--- src/include/exe_macros.svh ---
`ifndef EXE_MACROS_SVH
`define EXE_MACROS_SVH

// datapath width
`define EXE_XLEN 32

// data RAM word address width, 256 words
`define EXE_RAM_AW 8

// MIPS exception codes as carried in the cause field
`define EXC_OV   5'h0C  // arithmetic overflow
`define EXC_ADEL 5'h04  // address error on load
`define EXC_ADES 5'h05  // address error on store

`endif

--- src/design/exe_pkg.sv ---
`default_nettype none

`include "exe_macros.svh"

package exe_pkg;

    typedef logic [`EXE_XLEN-1:0]   word_t;
    typedef logic [4:0]             reg_idx_t;
    typedef logic [4:0]             exc_code_t;
    typedef logic [3:0]             strb_t;
    typedef logic [`EXE_RAM_AW-1:0] ram_addr_t;  // word index into the data RAM

    typedef enum logic [3:0] {
        ALU_ADD,
        ALU_ADDU,
        ALU_SUB,
        ALU_SUBU,
        ALU_AND,
        ALU_OR,
        ALU_XOR,
        ALU_NOR,
        ALU_SLT,
        ALU_SLTU,
        ALU_SLL,
        ALU_SRL,
        ALU_SRA,
        ALU_LUI
    } alu_op_e;

    typedef enum logic [1:0] {
        SRC2_RT,
        SRC2_ZIMM,  // zero-extended imm
        SRC2_SIMM   // sign-extended imm
    } src2_sel_e;

    typedef enum logic [3:0] {
        MEM_NONE,
        MEM_LB,
        MEM_LBU,
        MEM_LH,
        MEM_LHU,
        MEM_LW,
        MEM_SB,
        MEM_SH,
        MEM_SW,
        MEM_SWL,
        MEM_SWR
    } mem_op_e;

    // decoded instruction handed to execute, 129 bits
    typedef struct packed {
        word_t     pc;
        alu_op_e   alu_op;
        logic      src1_is_sa;  // operand 1 is imm[10:6]
        src2_sel_e src2_sel;
        mem_op_e   mem_op;
        logic      gr_we;
        reg_idx_t  dest;
        logic [15:0] imm;
        word_t     rs_value;
        word_t     rt_value;
    } ds_to_es_t;

    typedef struct packed {
        logic      wr;
        ram_addr_t addr;
        strb_t     wstrb;
        word_t     wdata;
    } mem_req_t;

    typedef struct packed {
        word_t     pc;
        mem_op_e   mem_op;
        logic      gr_we;
        reg_idx_t  dest;
        word_t     result;   // alu result, also the memory address
        logic [1:0] addr_lo;
        logic      ex;
        exc_code_t exc_code;
        word_t     rdata;    // load data from the RAM
    } es_to_ms_t;

    typedef struct packed {
        word_t     pc;
        logic      gr_we;
        reg_idx_t  dest;
        word_t     wdata;
        logic      ex;
        exc_code_t exc_code;
    } wb_t;

endpackage

`default_nettype wire

--- src/design/mem_stage.sv ---
`timescale 1ns/1ps
`default_nettype none

module mem_stage (
    input  logic               clk,
    input  logic               reset,
    input  logic               es_valid,
    output logic               ms_ready,
    input  exe_pkg::es_to_ms_t es_bus,
    output logic               out_valid,
    input  logic               out_ready,
    output exe_pkg::wb_t       out_bus
);
    import exe_pkg::*;

    logic        valid_r;
    es_to_ms_t   ms_r;
    logic [7:0]  load_byte;
    logic [15:0] load_half;
    word_t       wdata;

    assign ms_ready  = !valid_r || out_ready;
    assign out_valid = valid_r;

    always_ff @(posedge clk) begin
        if (reset) begin
            valid_r <= 1'b0;
        end else if (ms_ready) begin
            valid_r <= es_valid;
        end
    end

    always_ff @(posedge clk) begin
        if (es_valid && ms_ready) begin
            ms_r <= es_bus;
        end
    end

    // little-endian lane pick
    assign load_byte = ms_r.rdata[8*ms_r.addr_lo +: 8];
    assign load_half = ms_r.addr_lo[1] ? ms_r.rdata[31:16] : ms_r.rdata[15:0];

    always_comb begin
        if (ms_r.ex) begin
            wdata = ms_r.result;  // faulting address
        end else begin
            case (ms_r.mem_op)
                MEM_LB:  wdata = {{24{load_byte[7]}}, load_byte};
                MEM_LBU: wdata = {24'h000000, load_byte};
                MEM_LH:  wdata = {{16{load_half[15]}}, load_half};
                MEM_LHU: wdata = {16'h0000, load_half};
                MEM_LW:  wdata = ms_r.rdata;
                default: wdata = ms_r.result;  // stores give the address
            endcase
        end
    end

    assign out_bus.pc       = ms_r.pc;
    assign out_bus.gr_we    = ms_r.gr_we;
    assign out_bus.dest     = ms_r.dest;
    assign out_bus.wdata    = wdata;
    assign out_bus.ex       = ms_r.ex;
    assign out_bus.exc_code = ms_r.exc_code;

endmodule

`default_nettype wire

--- config.mk ---
export PLATFORM = sky130hd
export DESIGN_NAME = mem_stage
export DESIGN_NICKNAME = d
export VERILOG_FILES = /design/src/design/exe_pkg.sv /design/src/design/mem_stage.sv
export VERILOG_INCLUDE_DIRS = /design/src /design/src/include
export SDC_FILE = /design/constraint.sdc
export NUM_CORES = 1
export LEC_CHECK = 0
export ABC_AREA = 0
export BUFFER_PORTS_ARGS = -buffer_cell sky130_fd_sc_hd__buf_2
export CORE_UTILIZATION = 44
export DETAILED_ROUTE_END_ITERATION = 12
export GPL_TIMING_DRIVEN = 0
export HOLD_SLACK_MARGIN = 0.06
export PLACE_DENSITY = 0.82
export SYNTH_ARGS = -nofsm -noshare
export SYNTH_HDL_FRONTEND = slang
export SYNTH_SLANG_ARGS = --single-unit
--- constraint.sdc ---
create_clock -name clk -period 3.7 [get_ports clk]
set_clock_uncertainty 0.05 [all_clocks]
set_input_delay 0.37 -clock clk [delete_from_list [all_inputs] [get_ports clk]]
set_output_delay 0.37 -clock clk [all_outputs]
set_load 0.05 [all_outputs]
==> insert_results.sql <==
INSERT INTO impl_metrics (metric_group, metric, value, unit) VALUES
('pwr', 'power.switching', '1.07', 'mW'),
('timing', 'final_min_period_over_clock_period', '0.952', ''),
('finish', 'design.final.nets', '767', ''),
('pwr', 'p_clk_frac', '0.419', ''),
('timing', 'setup_violations', '0', ''),
('yosys', 'yosysWarnings', '0', ''),
('yosys', 'number_of_storage_elements_in_the_synthesis_netlist', '115', ''),
('clock_tree', 'insertion_delay', '0.52', 'ns'),
('timing', 'worst_slew_pin_slew', '0.741', 'ns'),
('pwr', 'proportion_of_total_power_due_to_net_switching', '0.275', ''),
('route', 'detail_route.first_pass.iterations', '5', ''),
('pwr', 'vdd_drop_max', '413', 'µV'),
('worst_setup_path', 'critPathLaunchType', 'register', ''),
('worst_setup_path', 'crit_start', 'ms_r[81]$_DFFE_PP_', ''),
('pwr', 'portion_of_total_power_attributed_to_combinational_logic', '0.177', ''),
('global_route', 'grt_pass1_vias', '4476', ''),
('route', 'drc_errors', '0', ''),
('clock_tree', 'numCtsBuffers', '17', ''),
('pwr', 'internal_power', '2.81', 'mW'),
('yosys', 'synth_area_leaders', 'sky130_fd_sc_hd__edfxtp_1 (69%), sky130_fd_sc_hd__buf_4 (7.2%), sky130_fd_sc_hd__mux4_2 (3.2%)', ''),
('timing', 'hold_viol', '0', ''),
('route', 'drt-wirelength-per-cell', '20.3', 'µm'),
('finish', 'layout_utilization', '0.721', ''),
('yosys', 'synth_top_cell_area_share', '0.694', ''),
('timing', 'min_period', '3.52', 'ns'),
('worst_setup_path', 'timing.critical_path.slowest_cell_delay', '0.59', 'ns'),
('yosys', 'postSynthCellCount', '318', ''),
('finish', 'mostFrequentLayoutCells', 'sky130_fd_sc_hd__buf_2 (200), sky130_fd_sc_hd__dlygate4sd3_1 (116), sky130_fd_sc_hd__edfxtp_1 (114)', ''),
('global_route', 'grt_overflow_total', '0', ''),
('global_route', 'largest_net_degree_at_the_start_of_global_routing', '75', ''),
('pwr', 'power.leakage', '3.27', 'nW'),
('placed_design', 'dpl.hpwl', '8940', 'µm'),
('yosys', 'synth-edff-count', '114', ''),
('worst_setup_path', 'r2r_slack', '1.89', 'ns'),
('outcome', 'status', 'finished, final reports clean', ''),
('route', 'route.vias.total', '4149', ''),
('worst_setup_path', 'worst-r2r-cell-count', '3', ''),
('worst_setup_path', 'timing.critical_path.cells', 'clkbuf_1, nor3b_2, clkbuf_1, nand2_1, a21oi_1, buf_2', ''),
('timing', 'report.final.slew_viol_count', '0', ''),
('clock_tree', 'cts_max_path_buffers', '2', ''),
('die', 'io_pins', '196', ''),
('timing', 'relSlewSlack', '0.505', ''),
('route', 'drt_wl_total', '16300', 'µm'),
('run', 'max_cap_violations', '0', ''),
('timing', 'tns', '0', 'ns'),
('placed_design', 'placedCellCount', '654', ''),
('yosys', 'asyncSetResetFlopFracSynth', '0', ''),
('finish', 'layout-drive-gt1-share', '0.447', ''),
('yosys', 'synthesis.area', '4930', 'µm²'),
('worst_setup_path', 'worst_ep_arrival_time', '3.10', 'ns'),
('clock_tree', 'cts-root-buf', 'sky130_fd_sc_hd__clkbuf_8', ''),
('route', 'dr.first_iter.drc_count', '292', ''),
('clock_tree', 'cts.clk_slew.worst_paths', '0.06', 'ns'),
('timing', 'grt_setup_unrepaired', 'no', ''),
('die', 'dieArea', '11600', 'µm²'),
('finish', 'layout.cells.non_filler', '802', ''),
('finish', 'final_common_cell', 'sky130_fd_sc_hd__buf_2', ''),
('worst_hold_path', 'hold_path.class', 'input pin to register', ''),
('timing', 'achievable-frequency', '0.284', 'GHz'),
('clock_tree', 'htreeDepth', '4', ''),
('global_route', 'first_pass_grt_wire_length', '24000', 'µm'),
('clock_tree', 'tritoncts', 'built', ''),
('pwr', 'power.sequential.fraction', '0.404', ''),
('placed_design', 'portBuffers', '195', ''),
('die', 'floorplan.die.height', '108', 'µm'),
('clock_tree', 'clkSinkCount', '115', ''),
('global_route', 'antenna_violations_before_repair', '0', ''),
('die', 'start_util', '0.453', ''),
('yosys', 'synth-seq-area-share', '0.698', ''),
('worst_setup_path', 'critical_path.endpoint_type', 'output port', ''),
('worst_hold_path', 'min_path_cells', '2', '');
[cells in the mapped netlist, types with 7 or more instances]
| cell type | n |
|---|---|
| sky130_fd_sc_hd__buf_4 | 47 |
| sky130_fd_sc_hd__nor2_1 | 18 |
| sky130_fd_sc_hd__mux4_2 | 7 |
| sky130_fd_sc_hd__and3_1 | 7 |
| sky130_fd_sc_hd__and2_1 | 8 |
| sky130_fd_sc_hd__edfxtp_1 | 114 |
| sky130_fd_sc_hd__a21o_1 | 7 |
| sky130_fd_sc_hd__a21oi_1 | 19 |
| sky130_fd_sc_hd__nand2_1 | 17 |
| sky130_fd_sc_hd__nor3b_1 | 14 |
| sky130_fd_sc_hd__o32a_1 | 15 |
[worst max-delay path by stage]
stage,to,slack [ns],depth (start not counted)
5_1_grt,out_bus[28],0.05,6
6_report,out_bus[28],0.18,6
4_1_cts,out_bus[29],0.18,6
2_1_floorplan,ms_r[0]$_DFFE_PP_,0.72,2
3_5_place_dp,out_bus[29],0.79,6
3_3_place_gp,out_bus[5]$_DFFE_PP_,0.78,3
[power by group through the flow]
stage | clock [mW] | combinational (mW) | sequential (mW)
after floorplan | 0 | 0.399 | 1.58
after global placement | 0 | 0.555 | 1.59
after detailed placement | 0 | 0.569 | 1.59
after CTS | 1.61 | 0.668 | 1.56
after global routing | 1.69 | 0.713 | 1.57
final | 1.62 | 0.684 | 1.57
[cell families (layout without fill, tap and decap cells)]
logic type	after synthesis	count (layout)	synth area share
muxes	10	10	0.0381
and+or+nand+nor	78	78	0.0888
xor gates and xnor gates	1	1	0.00178
AOI/OAI and AO/OA	52	52	0.0870
buffers and inverters	62	406	0.0860
DFF	115	115	0.698
[registers in the layout (all words and copies together), names as in the netlist]
name	cells
out_valid	1
out_bus	44
ms_r	70
[through the flow]
step / setup slack (ns) / area, µm² / power (mW)
5_1_grt: 0.0518 / 7850 / 3.98
3_3_place_gp: 0.783 / 6080 / 2.14
4_1_cts: 0.176 / 7850 / 3.84
3_5_place_dp: 0.792 / 6110 / 2.15
2_1_floorplan: 0.723 / 4930 / 1.98
6_report: 0.179 / 7850 / 3.88
[critical path: cells and delay by family (launching register included)]
family,cells,cell delay [ns]
AND/OR/NAND/NOR,2,0.76
AO/OA/AOI/OAI,1,0.19
flip-flops,1,0.47
buffers and inverters,3,1.15
[repair_timing]
item	CTS	global route
hold buffers	116	0
endpoints found under the setup margin	0	0
endpoints found under the hold margin	115	0
resized for setup	0	0
[routing by layer]
layer | global-route usage | part of all wire
met1 | 0.325 | 0.37
met2 | 0.506 | 0.52
met3 | 0.0993 | 0.082
met4 | 0.123 | 0.028
met5 | 0 | 0
[final cells by class]
cell class / count / area, µm²
flip-flops and latches: 115 / 3440
fillers: 633 / 3030
repair buffers: 312 / 2160
multi-input cells: 141 / 1070
clock buffers: 18 / 418
plain buffers: 59 / 413
well taps: 140 / 175
clock inverters: 14 / 163
inverters: 3 / 11.3
Note: power is estimated with default switching activity, not from simulation.
